===== src/include/elevator_defines.svh =====
/*
 * Sizing macros for the elevator floor request controller.
 * Floors are numbered from 0 (lowest) to FLOOR_COUNT-1.
 * FLOOR_W must be wide enough to hold FLOOR_COUNT-1.
 * QUEUE_DEPTH equals FLOOR_COUNT. A floor is queued at most once
 * while its light is on, so the queue cannot overflow.
 */
`ifndef ELEVATOR_DEFINES_SVH
`define ELEVATOR_DEFINES_SVH

//////////////////////////////////////////////////////////////////////
// Building size
//////////////////////////////////////////////////////////////////////

// Number of served floors
`define FLOOR_COUNT 11

// Bits needed for a floor index
`define FLOOR_W 4

//////////////////////////////////////////////////////////////////////
// Request storage
//////////////////////////////////////////////////////////////////////

// One slot per floor is always enough
`define QUEUE_DEPTH `FLOOR_COUNT

`endif


===== src/logic/elevator_pkg.sv =====
/*
 * Shared types of the floor request controller.
 * Widths come from elevator_defines.svh.
 * The car reports only its floor and whether it is moving;
 * the detailed motion state stays in the car's own controller.
 */
`include "elevator_defines.svh"

package elevator_pkg;

    //////////////////////////////////////////////////////////////////
    // Plain vectors
    //////////////////////////////////////////////////////////////////

    // Floor index, 0 is the lowest floor
    typedef logic [`FLOOR_W-1:0] floor_t;

    // One bit per floor, for buttons and lights
    typedef logic [`FLOOR_COUNT-1:0] floor_mask_t;

    //////////////////////////////////////////////////////////////////
    // Records between the stages and toward the car
    //////////////////////////////////////////////////////////////////

    // Item passed from capture through the queue to dispatch
    typedef struct packed {
        floor_t floor;
    } floor_request_t;

    // Move command, up is set when the target lies above the car
    typedef struct packed {
        floor_t target;
        logic   up;
    } move_cmd_t;

    // What the car tells us about itself
    typedef struct packed {
        floor_t floor;
        logic   moving;
    } car_status_t;

    // Dispatch FSM
    typedef enum logic [1:0] {
        IDLE,
        OFFER,
        TRAVEL,
        ARRIVE
    } dispatch_state_t;

endpackage


===== src/logic/request_capture.sv =====
/*
 * Button capture stage.
 * A press counts only with power on, no emergency, neither light of
 * that floor lit and the car not stopped at that floor.
 * Lit floors are offered to the queue lowest first. An offer that is
 * not taken is held, so valid and data stay stable until transfer.
 * Power off clears lights and pending floors at every edge.
 */
`timescale 1ns/1ps
`include "elevator_defines.svh"

module request_capture import elevator_pkg::*; (
    input  logic           clock,
    input  logic           reset_n,
    input  floor_mask_t    call_buttons,
    input  floor_mask_t    panel_buttons,
    input  car_status_t    car,
    input  logic           power_on,
    input  logic           emergency,
    input  floor_t         served_floor,
    input  logic           served_valid,
    input  logic           capture_ready,
    output floor_mask_t    call_lights,
    output floor_mask_t    panel_lights,
    output floor_request_t capture_request,
    output logic           capture_valid
);

    // Decode a floor index into its mask bit
    function automatic floor_mask_t floor_onehot(input floor_t f);
        floor_mask_t m;
        m = '0;
        for (int i = 0; i < `FLOOR_COUNT; i++) begin
            if (f == floor_t'(i)) begin
                m[i] = 1'b1;
            end
        end
        return m;
    endfunction

    floor_mask_t pending;
    floor_mask_t stopped_mask;
    floor_mask_t served_mask;
    floor_mask_t take_mask;
    floor_mask_t new_call;
    floor_mask_t new_panel;
    floor_mask_t accept_mask;
    floor_t      lowest_pending;
    floor_t      hold_floor;
    logic        hold_valid;
    logic        transfer;

    //////////////////////////////////////////////////////////////////
    // Press qualification
    //////////////////////////////////////////////////////////////////

    // Floor where the car stands still, empty while it moves
    assign stopped_mask = car.moving ? '0 : floor_onehot(car.floor);
    assign served_mask  = served_valid ? floor_onehot(served_floor) : '0;

    // A floor is blocked if either of its lights is on
    assign accept_mask = {`FLOOR_COUNT{power_on && !emergency}}
                       & ~(call_lights | panel_lights)
                       & ~stopped_mask;

    assign new_call  = call_buttons & accept_mask;
    assign new_panel = panel_buttons & accept_mask;

    //////////////////////////////////////////////////////////////////
    // Offer toward the queue
    //////////////////////////////////////////////////////////////////

    // Lowest pending floor wins
    always_comb begin
        lowest_pending = '0;
        for (int i = `FLOOR_COUNT - 1; i >= 0; i--) begin
            if (pending[i]) begin
                lowest_pending = floor_t'(i);
            end
        end
    end

    assign capture_valid         = |pending;
    assign capture_request.floor = hold_valid ? hold_floor : lowest_pending;
    assign transfer              = capture_valid && capture_ready;
    assign take_mask             = transfer ? floor_onehot(capture_request.floor) : '0;

    //////////////////////////////////////////////////////////////////
    // Lights and pending floors
    //////////////////////////////////////////////////////////////////

    always_ff @(posedge clock or negedge reset_n) begin
        if (!reset_n) begin
            call_lights  <= '0;
            panel_lights <= '0;
            pending      <= '0;
            hold_valid   <= 1'b0;
        end else if (!power_on) begin
            call_lights  <= '0;
            panel_lights <= '0;
            pending      <= '0;
            hold_valid   <= 1'b0;
        end else begin
            call_lights  <= (call_lights | new_call) & ~served_mask;
            panel_lights <= (panel_lights | new_panel) & ~served_mask;
            pending      <= (pending | new_call | new_panel) & ~take_mask;
            // Freeze the offered floor while the queue pushes back
            hold_valid   <= capture_valid && !capture_ready;
        end
    end

    // Offered floor, only meaningful while hold_valid is set
    always_ff @(posedge clock) begin
        hold_floor <= capture_request.floor;
    end

endmodule


===== src/logic/request_queue.sv =====
/*
 * Circular FIFO of floor requests with valid/ready on both sides.
 * Push and pop may happen in the same cycle.
 * A pushed entry shows up at the head one cycle later.
 * flush empties the queue at the next edge and wins over a push.
 * DEPTH may be any value of 1 or more.
 */
`timescale 1ns/1ps
`include "elevator_defines.svh"

module request_queue import elevator_pkg::*; #(
    parameter int DEPTH = `QUEUE_DEPTH
) (
    input  logic           clock,
    input  logic           reset_n,
    input  logic           flush,
    input  floor_request_t capture_request,
    input  logic           capture_valid,
    output logic           capture_ready,
    output floor_request_t head_request,
    output logic           head_valid,
    input  logic           head_ready
);

    localparam int PTR_W = (DEPTH > 1) ? $clog2(DEPTH) : 1;
    localparam int CNT_W = $clog2(DEPTH + 1);

    typedef logic [PTR_W-1:0] ptr_t;
    typedef logic [CNT_W-1:0] count_t;

    // Advance a pointer with wrap at the last slot
    function automatic ptr_t next_ptr(input ptr_t p);
        ptr_t n;
        if (p == ptr_t'(DEPTH - 1)) begin
            n = '0;
        end else begin
            n = p + ptr_t'(1);
        end
        return n;
    endfunction

    floor_request_t mem [DEPTH];
    ptr_t           wr_ptr;
    ptr_t           rd_ptr;
    count_t         count;
    logic           push;
    logic           pop;

    //////////////////////////////////////////////////////////////////
    // Handshakes
    //////////////////////////////////////////////////////////////////

    assign capture_ready = (count != count_t'(DEPTH));
    assign head_valid    = (count != '0);
    assign head_request  = mem[rd_ptr];

    assign push = capture_valid && capture_ready;
    assign pop  = head_valid && head_ready;

    //////////////////////////////////////////////////////////////////
    // Pointers and fill level
    //////////////////////////////////////////////////////////////////

    always_ff @(posedge clock or negedge reset_n) begin
        if (!reset_n) begin
            wr_ptr <= '0;
            rd_ptr <= '0;
            count  <= '0;
        end else if (flush) begin
            wr_ptr <= '0;
            rd_ptr <= '0;
            count  <= '0;
        end else begin
            if (push) begin
                wr_ptr <= next_ptr(wr_ptr);
            end
            if (pop) begin
                rd_ptr <= next_ptr(rd_ptr);
            end
            // Simultaneous push and pop leave the level unchanged
            if (push && !pop) begin
                count <= count + count_t'(1);
            end else if (pop && !push) begin
                count <= count - count_t'(1);
            end
        end
    end

    // Storage
    always_ff @(posedge clock) begin
        if (push) begin
            mem[wr_ptr] <= capture_request;
        end
    end

endmodule


===== src/logic/floor_dispatch.sv =====
/*
 * Dispatch stage. Takes one request at a time from the queue and
 * issues a move command to the car with valid/ready.
 * A request for the floor where the car already stands skips the
 * move and is reported served at once.
 * An offered command is held until accepted, even under emergency.
 * Door permissions are combinational from the buttons.
 */
`timescale 1ns/1ps

module floor_dispatch import elevator_pkg::*; (
    input  logic           clock,
    input  logic           reset_n,
    input  logic           power_on,
    input  logic           emergency,
    input  car_status_t    car,
    input  floor_request_t head_request,
    input  logic           head_valid,
    output logic           head_ready,
    output move_cmd_t      move_cmd,
    output logic           move_valid,
    input  logic           move_ready,
    output floor_t         served_floor,
    output logic           served_valid,
    input  logic           door_open_button,
    input  logic           door_close_button,
    output logic           door_open_allowed,
    output logic           door_close_allowed
);

    dispatch_state_t state;
    dispatch_state_t state_next;
    move_cmd_t       cmd;
    logic            take;
    logic            at_car;
    logic            arrived;
    logic            doors_free;

    //////////////////////////////////////////////////////////////////
    // Decode
    //////////////////////////////////////////////////////////////////

    // Only pull a new floor when the car is idle and it is safe
    assign head_ready = (state == IDLE) && power_on && !emergency && !car.moving;
    assign take       = head_valid && head_ready;
    assign at_car     = (head_request.floor == car.floor);

    // Car stopped at the commanded floor
    assign arrived = !car.moving && (car.floor == cmd.target);

    assign move_cmd     = cmd;
    assign move_valid   = (state == OFFER);
    assign served_floor = cmd.target;
    assign served_valid = (state == ARRIVE);

    //////////////////////////////////////////////////////////////////
    // FSM
    //////////////////////////////////////////////////////////////////

    always_comb begin
        state_next = state;
        unique case (state)
            IDLE: begin
                if (take) begin
                    state_next = at_car ? ARRIVE : OFFER;
                end
            end
            OFFER: begin
                if (move_ready) begin
                    state_next = TRAVEL;
                end
            end
            TRAVEL: begin
                if (arrived) begin
                    state_next = ARRIVE;
                end
            end
            ARRIVE: begin
                state_next = IDLE;
            end
            default: begin
                state_next = IDLE;
            end
        endcase
    end

    always_ff @(posedge clock or negedge reset_n) begin
        if (!reset_n) begin
            state <= IDLE;
        end else if (!power_on) begin
            state <= IDLE;
        end else begin
            state <= state_next;
        end
    end

    // Command payload, captured when the head is popped
    always_ff @(posedge clock) begin
        if (take) begin
            cmd.target <= head_request.floor;
            cmd.up     <= (head_request.floor > car.floor);
        end
    end

    //////////////////////////////////////////////////////////////////
    // Door permission
    //////////////////////////////////////////////////////////////////

    assign doors_free         = power_on && !car.moving && (state != TRAVEL);
    assign door_open_allowed  = door_open_button && doors_free;
    assign door_close_allowed = door_close_button && doors_free;

endmodule


===== src/logic/floor_request_controller.sv =====
/*
 * Floor request controller top level.
 * Pipeline of capture, queue and dispatch joined by valid/ready.
 * power_on low flushes every stage at each edge.
 * The car's motion controller sits outside and answers move_ready.
 */
`timescale 1ns/1ps

module floor_request_controller import elevator_pkg::*; (
    input  logic        clock,
    input  logic        reset_n,
    input  floor_mask_t call_buttons,
    input  floor_mask_t panel_buttons,
    input  car_status_t car,
    input  logic        power_on,
    input  logic        emergency,
    input  logic        door_open_button,
    input  logic        door_close_button,
    output floor_mask_t call_lights,
    output floor_mask_t panel_lights,
    output move_cmd_t   move_cmd,
    output logic        move_valid,
    input  logic        move_ready,
    output logic        door_open_allowed,
    output logic        door_close_allowed
);

    // Capture to queue
    floor_request_t capture_request;
    logic           capture_valid;
    logic           capture_ready;

    // Queue to dispatch
    floor_request_t head_request;
    logic           head_valid;
    logic           head_ready;

    // Dispatch back to capture
    floor_t         served_floor;
    logic           served_valid;

    request_capture i_request_capture (
        .clock           (clock),
        .reset_n         (reset_n),
        .call_buttons    (call_buttons),
        .panel_buttons   (panel_buttons),
        .car             (car),
        .power_on        (power_on),
        .emergency       (emergency),
        .served_floor    (served_floor),
        .served_valid    (served_valid),
        .capture_ready   (capture_ready),
        .call_lights     (call_lights),
        .panel_lights    (panel_lights),
        .capture_request (capture_request),
        .capture_valid   (capture_valid)
    );

    request_queue i_request_queue (
        .clock           (clock),
        .reset_n         (reset_n),
        .flush           (!power_on),
        .capture_request (capture_request),
        .capture_valid   (capture_valid),
        .capture_ready   (capture_ready),
        .head_request    (head_request),
        .head_valid      (head_valid),
        .head_ready      (head_ready)
    );

    floor_dispatch i_floor_dispatch (
        .clock              (clock),
        .reset_n            (reset_n),
        .power_on           (power_on),
        .emergency          (emergency),
        .car                (car),
        .head_request       (head_request),
        .head_valid         (head_valid),
        .head_ready         (head_ready),
        .move_cmd           (move_cmd),
        .move_valid         (move_valid),
        .move_ready         (move_ready),
        .served_floor       (served_floor),
        .served_valid       (served_valid),
        .door_open_button   (door_open_button),
        .door_close_button  (door_close_button),
        .door_open_allowed  (door_open_allowed),
        .door_close_allowed (door_close_allowed)
    );

endmodule


===== config.mk =====
export PLATFORM = sky130hd
export DESIGN_NAME = floor_request_controller
export DESIGN_NICKNAME = d
export VERILOG_FILES = /design/src/logic/elevator_pkg.sv /design/src/logic/request_capture.sv /design/src/logic/request_queue.sv /design/src/logic/floor_dispatch.sv /design/src/logic/floor_request_controller.sv
export VERILOG_INCLUDE_DIRS = /design/src /design/src/include
export SDC_FILE = /design/constraint.sdc
export NUM_CORES = 1
export LEC_CHECK = 0
export BUFFER_PORTS_ARGS = -buffer_cell sky130_fd_sc_hd__buf_2
export CAP_MARGIN = 20
export CORE_AREA = 2 2 124 126
export DETAILED_ROUTE_END_ITERATION = 10
export DIE_AREA = 0 0 126 128
export PLACE_DENSITY = 0.55
export SETUP_SLACK_MARGIN = 0.5
export SLEW_MARGIN = 20
export SYNTH_ARGS = -nofsm -noshare
export SYNTH_HDL_FRONTEND = slang
export SYNTH_SLANG_ARGS = --single-unit

===== constraint.sdc =====
create_clock -name clock -period 8.3 [get_ports clock]
set_input_delay 1.66 -clock clock [delete_from_list [all_inputs] [get_ports clock]]
set_output_delay 1.66 -clock clock [all_outputs]
set_load 0.01 [all_outputs]

==> impl_results.md, run 1 <==
- Site Rows: 45
- Cell variety after synth: between 50 and 60
- Chip width: between 100 and 150 µm
- Lkg Pwr: between 2 and 2.5 nW
- Seq cells post-synth: slightly above 100
- Gr ovfl total: 0
- Clock tree buffer depth: 2
- Core ar.: approximately 15000 µm²
- Pre-Repair DR Iteration Count: 4
- # fillers: 1444
- Clock transition at path regs: 0.07 ns
- Final TNS setup: 0 ns
- Startpoint Class: input port
- Vias in the first global route: roughly 3600
- Initial Utilization: 0.3303
- Period utilization: 0.5270
- CP most frequent cell: buf_2
- Final Net Count: roughly 540
- Routed Antenna Nets: 0
- DRC errors left: 0
- CTS tree: yes
- Largest net degree at the start of global routing: around 50
- Slowest cell on crit path: buf_2
- Post-synthesis async set-or-reset flop share: 0.4752
- CTS sink count: a little over 100
- Synth warn: 0
- Initial antenna violation count: 0
- IO buf count: 63
- Number of synthesized flops with an enable pin: slightly below 50
- CTS Root Cell: clkbuf_16
- Most common cell after layout, fill and taps aside: buf_2
- Post-DP HPWL: around 8500 µm
- Syn Area/Cell: ~11 µm²
- Final Critical Period: between 4 and 5 ns
- WL/cell: 17.34 µm
- MaxCap Viol Count: 0
- Fin cells: a little under 700
- Die footprint: about 16000 µm²
- Clk_lat worst skew: 0.35 ns
- Most frequent cells in the layout: buf_2, edfxtp_1, dfrtp_1
- Max-slew headroom: 0.3605
- CP required: 6.64 ns
- Dpl cells: approximately 670
- Max FO, Critical Path: 31
- Tot GR Track Use: 0.1524
- Vias/cell: 5.304
- Antenna diodes: 0
- H-tree depth: 3
- Final worst setup slack: roughly 3.9 ns
- Worst path cell trace: buf_2 > nand2b_1 > nor3b_1 > buf_2
- Area added between synthesis and finish: 16.67%
- Pre-CTS setup slack: about 3.9 ns
- Slew @ Worst Pin: between 0.9 and 1 ns
- Status: finished, final reports clean
- Crit. End Element: output pin
- WS Path Type: input port to output pin
- Max Clock Skew: around 0.0097 ns
- GP Congestion: between 0.8 and 0.9
- Via count: between 3000 and 4000
- Final hold violations: 0
- Die height: about 130 µm
- Most used flip-flop cell after synthesis: edfxtp_1
- Synthesized cell area: about 5000 µm²
- Placed Area: approximately 5400 µm²
- Total CTS buffers: 9
- First-pass GRT wire length: between 15000 and 20000 µm
- Synth Instances: roughly 440
- Routed WL: 11910 µm
- Post-Syn Nets: 484
- # resized after CTS: 0
- Pwr Density: around 260 nW/µm²
- Hold-fix buffers, CTS: 0
- Setup violators final: 0
- Initial drt markers: roughly 290
- Share of cells above drive strength 1: 0.1884
- Class of the worst hold path: register to register
- Sequential-to-total area share from yosys stat: 0.5607
- IO Pins: 64
- Max Fclk: between 0.2 and 0.25 GHz
- Slew Viols, Final: 0
- CP arrival: ~2.7 ns
- Unrepaired setup endpoints after global routing: false
- VDD IR max: ~110 µV
- Post-CTS setup buffer count: 0
- Final Cell Area: approximately 5700 µm²
- CP peak stage delay: approximately 0.43 ns
## synthesized netlist by cell type (all sizes together) (3+ instances only)
cell,count,share of area
or3,4,0.0051
dfxtp,4,0.016
nand2,26,0.020
ha,13,0.033
o31ai,8,0.015
a21oi,32,0.033
or4,3,0.0054
buf,3,0.0036
a31oi,12,0.015
a211oi,3,0.0046
nand2b,9,0.011
clkbuf,14,0.011
nor3b,6,0.0092
nor2b,8,0.010
or2,4,0.0051
nand3,6,0.0061
a2111oi,10,0.018
mux4,8,0.037
mux2i,10,0.020
nor3,8,0.0082
inv,19,0.015
o21a,13,0.020
dfrtp,48,0.24
o21ai,35,0.036
edfxtp,49,0.30
nor2,45,0.034
nor4,5,0.0094
xnor2,6,0.011
## flip-flops by register name (all words and copies together) (netlist names)
register                        flops
i_request_queue.wr_ptr              4
i_floor_dispatch.served_floor       4
i_request_capture.hold_floor        4
i_request_capture.hold_valid        1
i_request_queue.rd_ptr              4
i_floor_dispatch.state              2
i_request_capture.panel_lights     11
i_floor_dispatch.move_cmd           1
i_request_queue.count               4
i_request_queue.mem                44
i_request_capture.call_lights      11
i_request_capture.pending          11
## metal layers
layer | up-vias | share of wire | GRT usage | routed length [µm]
met2 | 77 | 0.47 | 0.2391 | 5613
met1 | 1810 | 0.47 | 0.2096 | 5569
li1 | 1744 | - | - | -
met5 | - | 0 | 0 | 0
met3 | 13 | 0.047 | 0.03506 | 562
met4 | 0 | 0.014 | 0.05171 | 167
## cells by family after synthesis
| group | Yosys count | synth area share |
|---|---|---|
| xor+xnor | 7 | 0.01249 |
| fa+ha+maj | 14 | 0.03721 |
| mux | 18 | 0.05708 |
| buf+inv | 37 | 0.02982 |
| compound gates | 128 | 0.1672 |
| simple gates | 131 | 0.1356 |
| flops | 101 | 0.5607 |
## worst max-delay path, delay by kind of cell
family | cells | cell delay, ns
buffers and inverters | 2 | 0.59
and+or+nand+nor | 2 | 0.46
## final timing paths
check	slack [ns]	endpoint	startpoint	cells after the start
worst min register to register	0.52	i_request_capture.call_lights[6]$_DFF_PN0_	i_request_capture.call_lights[6]$_DFF_PN0_	2
worst min-delay path	0.52	i_request_capture.call_lights[6]$_DFF_PN0_	i_request_capture.call_lights[6]$_DFF_PN0_	2
max in group asynchronous	6.53	i_request_queue.wr_ptr[0]$_DFFE_PN0P_	reset_n	1
worst max-delay path	3.93	door_close_allowed	power_on	4
min in group asynchronous	1.33	i_request_capture.call_lights[5]$_DFF_PN0_	reset_n	1
worst max register to register	5.19	i_floor_dispatch.move_cmd[0]$_DFFE_PP_	i_request_queue.rd_ptr[0]$_DFFE_PN0P_	8
## per-stage QoR
step / power (mW) / utilization / hold slack, ns
6_report: 1.477 / 0.3854 / 0.5229
5_1_grt: 1.569 / 0.3854 / 0.5562
4_1_cts: 1.490 / 0.3852 / 0.5278
3_5_place_dp: 1.022 / 0.3630 / 0.5106
3_3_place_gp: 1.013 / 0.3630 / 0.4948
2_1_floorplan: 0.9079 / - / 0.4836
## power breakdown
group          switching (mW)  total [mW]  internal, mW
registers              0.0511       0.656         0.605
clock network           0.189       0.465         0.276
logic                   0.215       0.355         0.140
total                   0.456        1.48          1.02
## cell type report
type | instances | area (µm²) | share of cell area
clock buffers | 11 | 242.7 | 0.04238
clock inverters | 5 | 86.33 | 0.01507
inverters | 20 | 75.07 | 0.01311
multi-input cells | 298 | 2011 | 0.3510
flip-flops and latches | 101 | 2753 | 0.4806
well taps | 188 | 235.2 | 0.04107
repair buffers | 64 | 325.3 | 0.05679
(Power assumes the default switching activity.)
==> run 2, diff against run 1 <==
==> constraint.sdc (replaced) <==
create_clock -name clock -period 4.4 [get_ports clock]
set_input_delay 0.88 -clock clock [delete_from_list [all_inputs] [get_ports clock]]
set_output_delay 0.88 -clock clock [all_outputs]
set_load 0.01 [all_outputs]
==> run 2 against run 1 <==
  * Critical path depth rose by 4
  * Routed wire length up 0.23%
  * Clock skew down 0.0015 ns
  * Die area did not move
  * Total power grew 81%
  * Register-to-register slack lost 3.8 ns
  * Cell count up 0.29%
  * Highest routed layer unchanged
  * Largest cell class unchanged
==> impl_results.md, run 2 (synthesized netlist as in run 1, its figures left out) <==
- Status: finished, final reports clean
- Combinational share of power: 0.250 (+0.009)
- CP peak stage delay: 0.95 ns (+0.52 ns)
- Via count: 3673 (+0.80%)
- Lkg Pwr: 2.309 nW (-0.79%)
- WS Path Type: register to register
- MaxCap Viol Count: 0 (unchanged)
- Sequential Power Share: 0.463 (+0.019)
- IO Pins: 64 (unchanged)
- Initial drt markers: 301 (+2.7%)
- First-pass GRT wire length: 19220 µm (-0.29%)
- CTS tree: yes
- Clk_lat worst skew: 0.36 ns (about the same)
- Max reg flops: 44 (unchanged)
- Final Net Count: 544 (+0.37%)
- Most frequent cells in the layout: buf_2, edfxtp_1, dfrtp_1
- WL/cell: 17.33 µm (about the same)
- Total CTS buffers: 9 (unchanged)
- Share of cells above drive strength 1: 0.1916 (+0.003240)
- Switching share of power: 0.3257 (+0.01700)
- Routed WL: 11940 µm (+0.23%)
- Class of the worst hold path: register to register
- Period utilization: 0.6833
- Max-slew headroom: 0.3868 (+0.02628)
- Clock tree buffer depth: 2 (unchanged)
- Worst path cell trace: mux4_2 > mux2i_1 > o21ai_0 > ha_1 > nor2b_1 > o21a_1 > o21ai_0 > a21boi_0
- CTS Root Cell: clkbuf_16
- CP arrival: 3.11 ns (+0.40 ns)
- DRC errors left: 0 (unchanged)
- H-tree depth: 3 (unchanged)
- Vias/cell: 5.331 (+0.50%)
- Family with the most delay on the worst path: flip-flops
- Site Rows: 45 (unchanged)
- Chip width: 126 µm (unchanged)
- Routed Antenna Nets: 0 (unchanged)
- Hold-fix buffers, CTS: 0 (unchanged)
- Unrepaired setup endpoints after global routing: false
- Most common cell after layout, fill and taps aside: buf_2
- Clock transition at path regs: 0.07 ns (about the same)
- P_int: 1.799 mW (+76%)
- CP most frequent cell: o21ai_0
- Clk pwr share: 0.287 (-0.028)
- Post-CTS setup buffer count: 0 (unchanged)
- Initial Utilization: 0.3303 (unchanged)
- Final hold violations: 0 (unchanged)
- Buffers & Inverters on Critical Path: 0 (-2)
- Vias in the first global route: 3553 (-1.6%)
- Post-DP HPWL: 8646 µm (+1.8%)
- CTS sink count: 101 (unchanged)
- VDD IR max: 227.9 µV (+110%)
- Startpoint Class: register
- Pre-Repair DR Iteration Count: 5 (+1)
- Largest net degree at the start of global routing: 49 (unchanged)
- Max FO, Critical Path: 18 (-42%)
- Core Util, Final: 0.3832 (-0.002189)
- Largest register by flop count: i_request_queue.mem
- Area added between synthesis and finish: 16.00%
- Gr ovfl total: 0 (unchanged)
- GP Congestion: 0.7994 (-2.7%)
- Total Power: 2.668 mW (+81%)
- Initial antenna violation count: 0 (unchanged)
- Pwr Density: 468.5 nW/µm² (+82%)
- Slowest cell on crit path: dfrtp_1
- # resized after CTS: 0 (unchanged)
- Antenna diodes: 0 (unchanged)
- CP required: 4.50 ns (-2.14 ns)
- Psw: 0.8691 mW (+91%)
- Die height: 128 µm (unchanged)
- # fillers: 1457 (+0.90%)
- Max Clock Skew: 0.008217 ns (-0.001529 ns)
- Setup violators final: 0 (unchanged)
- Final TNS setup: 0 ns (unchanged)
- Final Critical Period: between 3 and 4 ns
- Tot GR Track Use: 0.1532 (+0.0007739)
- FF+latch area: 2753 µm² (unchanged)
- Slew Viols, Final: 0 (unchanged)
- Core ar.: 14860 µm² (unchanged)
- IO buf count: 63 (unchanged)
- Crit. End Element: register
- Slew @ Worst Pin: 0.9198 ns (-0.03942 ns)
- Area of the multi-input gates: 2011 µm² (unchanged)
- Die footprint: 16130 µm² (unchanged)
- Max Fclk: 0.3326 GHz
-- run 2: final timing paths --
kind                                                             from                                           to  slack (ns)  cells past startpoint
max reg2reg                     i_request_queue.rd_ptr[0]$_DFFE_PN0P_       i_floor_dispatch.move_cmd[0]$_DFFE_PP_        1.39                      8
max in group asynchronous                                     reset_n        i_request_queue.wr_ptr[2]$_DFFE_PN0P_        3.34                      2
min                        i_request_capture.call_lights[6]$_DFF_PN0_   i_request_capture.call_lights[6]$_DFF_PN0_        0.52                      2
max                             i_request_queue.rd_ptr[0]$_DFFE_PN0P_       i_floor_dispatch.move_cmd[0]$_DFFE_PP_        1.39                      8
min reg2reg                i_request_capture.call_lights[6]$_DFF_PN0_   i_request_capture.call_lights[6]$_DFF_PN0_        0.52                      2
min in group asynchronous                                     reset_n  i_request_capture.panel_lights[5]$_DFF_PN0_        0.63                      2
-- run 2: through the flow --
stage / setup slack, ns / hold slack (ns) / instance area (µm²) / instances
after floorplan: 1.481 / 0.4836 / 4910 / 436
after global placement: 1.270 / 0.4929 / 5411 / 673
after detailed placement: 1.202 / 0.5101 / 5411 / 673
after CTS: 1.358 / 0.5286 / 5695 / 689
after global routing: 1.130 / 0.5508 / 5695 / 689
final: 1.393 / 0.5242 / 5695 / 689
-- run 2: final cells by class --
cell class / count / share of cell area
clock inverters: 7 / 0.01033
well taps: 188 / 0.04130
multi-input cells: 298 / 0.3530
repair buffers: 66 / 0.05931
clock buffers: 9 / 0.03954
inverters: 20 / 0.01318
flip-flops and latches: 101 / 0.4833
-- run 2: power by group through the flow --
stage	Sequential (mW)	Combinational, mW	Clock [mW]
3_5_place_dp	1.25	0.676	0
3_3_place_gp	1.25	0.659	0
4_1_cts	1.24	0.676	0.782
6_report	1.24	0.667	0.765
2_1_floorplan	1.22	0.497	0
5_1_grt	1.25	0.765	0.820
-- run 2: metal layers --
metal / GRT usage / vias up / part of all wire
li1: - / 1748 / -
met1: 0.2064 / 1819 / 0.46
met2: 0.2416 / 90 / 0.48
met3: 0.03464 / 16 / 0.045
met4: 0.06012 / 0 / 0.017
met5: 0 / - / 0
-- run 2: worst register-to-register path: stages (launching register included) --
cell and delay [ns]:
dfrtp_1 0.95, mux4_2 0.61, mux2i_1 0.17, o21ai_0 0.16, ha_1 0.34, nor2b_1 0.14
o21a_1 0.16, o21ai_0 0.13, a21boi_0 0.11
==> run 3, diff against run 2 <==
==> constraint.sdc (replaced) <==
create_clock -name clock -period 2.95 [get_ports clock]
set_input_delay 0.59 -clock clock [delete_from_list [all_inputs] [get_ports clock]]
set_output_delay 0.59 -clock clock [all_outputs]
set_load 0.01 [all_outputs]
==> run 3 against run 2 <==
  * Global-route usage is 0.45 points higher
  * Largest cell class unchanged
  * Register-to-register slack worse by 0.90 ns
  * Utilization is 1.5 points higher
  * Critical endpoint is now i_request_queue.count[3]$_DFFE_PN0P_
  * Combinational power is 69% higher
  * Count of clock-buffer cells in the layout stayed put
  * Highest routed layer unchanged
==> impl_results.md, run 3 (synthesized netlist as in run 1, its figures left out) <==
- CTS sink count: 101 (unchanged)
- Tot GR Track Use: 0.1576 (+0.004452)
- CP required: 3.24 ns (-1.26 ns)
- Most frequent cells in the layout: buf_2, edfxtp_1, nor2_1, dfrtp_1, o21ai_0
- CTS tree: yes
- # fillers: 1416 (-2.8%)
- Final hold violations: 0 (unchanged)
- Chip width: 126 µm (unchanged)
- Core ar.: 14860 µm² (unchanged)
- DRC errors left: 0 (unchanged)
- Initial antenna violation count: 0 (unchanged)
- Total CTS buffers: 9 (unchanged)
- Unrepaired setup endpoints after global routing: true
- Max reg flops: 44 (unchanged)
- Max Clock Skew: 0.009136 ns (+0.0009192 ns)
- FF+latch area: 2756 µm² (+0.14%)
- M2 GR Usage: 0.2391 (-0.002530)
- Status: finished, final reports clean
- Clock transition at path regs: 0.07 ns (about the same)
- Pwr Density: 697.7 nW/µm² (+49%)
- GP Congestion: 0.9010 (+13%)
- Final Net Count: 566 (+4.0%)
- Antenna diodes: 0 (unchanged)
- Lkg Pwr: 2.442 nW (+5.8%)
- Top Usage Layer GRT: met2
- Site Rows: 45 (unchanged)
- Worst path cell trace: or4_4 > o31ai_4 > or2_4 > ha_4 > a21o_1 > a21oi_2 > nor3_2 > a31oi_1 > mux2i_1
- Area of the multi-input gates: 2061 µm² (+2.5%)
- MaxCap Viol Count: 0 (unchanged)
- Period utilization: 0.8319 (+0.1485)
- Hold-fix buffers, CTS: 0 (unchanged)
- Area added between synthesis and finish: 20.69%
- Via count: 3731 (+1.6%)
- Fin cells: 711 (+3.2%)
- CP arrival: 2.74 ns (-0.37 ns)
- Buffers & Inverters on Critical Path: 0 (unchanged)
- Clk_lat worst skew: 0.36 ns (about the same)
- Slowest cell on crit path: or4_4
- VDD IR max: 316.1 µV (+39%)
- Crit. End Element: register
- Die height: 128 µm (unchanged)
- Routed Antenna Nets: 0 (unchanged)
- Most common cell after layout, fill and taps aside: buf_2
- Largest net degree at the start of global routing: 31 (-37%)
- Met3 track demand over resource: 0.04424 (+0.009599)
- Vias/cell: 5.248 (-1.6%)
- Die footprint: 16130 µm² (unchanged)
- Clock tree buffer depth: 2 (unchanged)
- IO buf count: 63 (unchanged)
- Family with the most delay on the worst path: simple AND/OR/NAND/NOR gates
- H-tree depth: 3 (unchanged)
- First-pass GRT wire length: 19740 µm (+2.7%)
- Share of cells above drive strength 1: 0.2486 (+0.05695)
- Largest register by flop count: i_request_queue.mem
- Initial drt markers: 398 (+32%)
- Gr ovfl total: 0 (unchanged)
- Pre-Repair DR Iteration Count: 4 (-1)
- Slew Viols, Final: 0 (unchanged)
- WS Path Type: register to register
- Slew @ Worst Pin: 0.7779 ns (-0.1418 ns)
- Class of the worst hold path: input port to async pin
- WL/cell: 17.28 µm (-0.29%)
- CTS Root Cell: clkbuf_16
- Post-DP HPWL: 9199 µm (+6.4%)
- Max-slew headroom: 0.4680 (+0.08113)
- Vias in the first global route: 3640 (+2.4%)
- Routed WL: 12290 µm (+2.9%)
- Final TNS setup: 0 ns (unchanged)
- Setup violators final: 0 (unchanged)
- Startpoint Class: register
- Dpl cells: 689 (+2.4%)
- Max FO, Critical Path: 4 (-14)
- Max Fclk: 0.4075 GHz (+23%)
- CP peak stage delay: 0.59 ns (-0.36 ns)
- Final Critical Period: 2.454 ns (-0.5526 ns)
- Initial Utilization: 0.3303 (unchanged)
- IO Pins: 64 (unchanged)
- Met1 usage: 0.2185 (+0.01206)
-- run 3: cell types whose count changed in the layout (fill, tap and decap cells not counted), moves of 2 or more --
cell / delta
buf_4: +21
dfrtp_1: -3
dfrtp_2: +3
nor3_1: -2
nor3_2: +2
o21ai_0: -2
o21ai_1: +2
-- run 3: what timing repair did --
| item | 4_1_cts | 5_1_grt |
|---|---|---|
| buffers inserted | 0 | 6 |
| resized for setup | 3 | 8 |
| setup endpoints to repair | 5 | 4 |
| pin swaps | 2 | 6 |
-- run 3: routing by layer --
metal  up-vias  wire (µm)
met5         -          0
met4         0        189
met3        12        664
met2        97       5755
met1      1821       5675
li1       1801          -
-- run 3: worst paths after layout --
kind / from / end / slack [ns] / depth (start not counted)
min in group clock: call_buttons[4] / i_request_capture.call_lights[4]$_DFF_PN0_ / 0.48 / 3
max in group asynchronous: reset_n / i_request_capture.pending[0]$_DFF_PN0_ / 1.94 / 2
worst max-delay path: i_request_capture.pending[6]$_DFF_PN0_ / i_request_queue.count[3]$_DFFE_PN0P_ / 0.50 / 9
worst min-delay path: reset_n / i_request_capture.call_lights[4]$_DFF_PN0_ / 0.19 / 1
worst max register to register: i_request_capture.pending[6]$_DFF_PN0_ / i_request_queue.count[3]$_DFFE_PN0P_ / 0.50 / 9
worst min register to register: i_request_capture.panel_lights[6]$_DFF_PN0_ / i_request_capture.panel_lights[6]$_DFF_PN0_ / 0.53 / 2
-- run 3: worst register-to-register path: cells and delay by family, from the launching register on --
kind                     cells  cell delay [ns]
AND/OR/NAND/NOR              3             0.82
AO/OA/AOI/OAI                4             0.79
flip-flops                   1             0.41
adder cells (fa/ha/maj)      1             0.19
multiplexers                 1             0.19
-- run 3: area by class of cell --
cell class,instances,area share
timing repair buffer,88,0.08552
clock buffer,9,0.03801
inverter,20,0.01267
tap,188,0.03970
sequential,101,0.4652
multi-input combinational,298,0.3478
clock inverter,7,0.01119
-- run 3: metrics by stage --
stage	cell area (µm²)	power [mW]	setup WS, ns	hold WS [ns]	util
after floorplan	4946	2.575	0.3568	0.2944	-
after global placement	5558	2.908	0.5539	0.4985	0.3739
after detailed placement	5558	2.937	0.4957	0.5155	0.3739
after CTS	5859	4.111	0.4941	0.1953	0.3942
after global routing	5926	4.387	0.3661	0.2161	0.3987
final	5926	4.134	0.4960	0.1903	0.3987
-- run 3: report_power, final --
| group | switching (mW) | total, mW | internal [mW] |
|---|---|---|---|
| clock network | 0.577 | 1.17 | 0.595 |
| registers | 0.134 | 1.83 | 1.70 |
| logic | 0.641 | 1.13 | 0.488 |
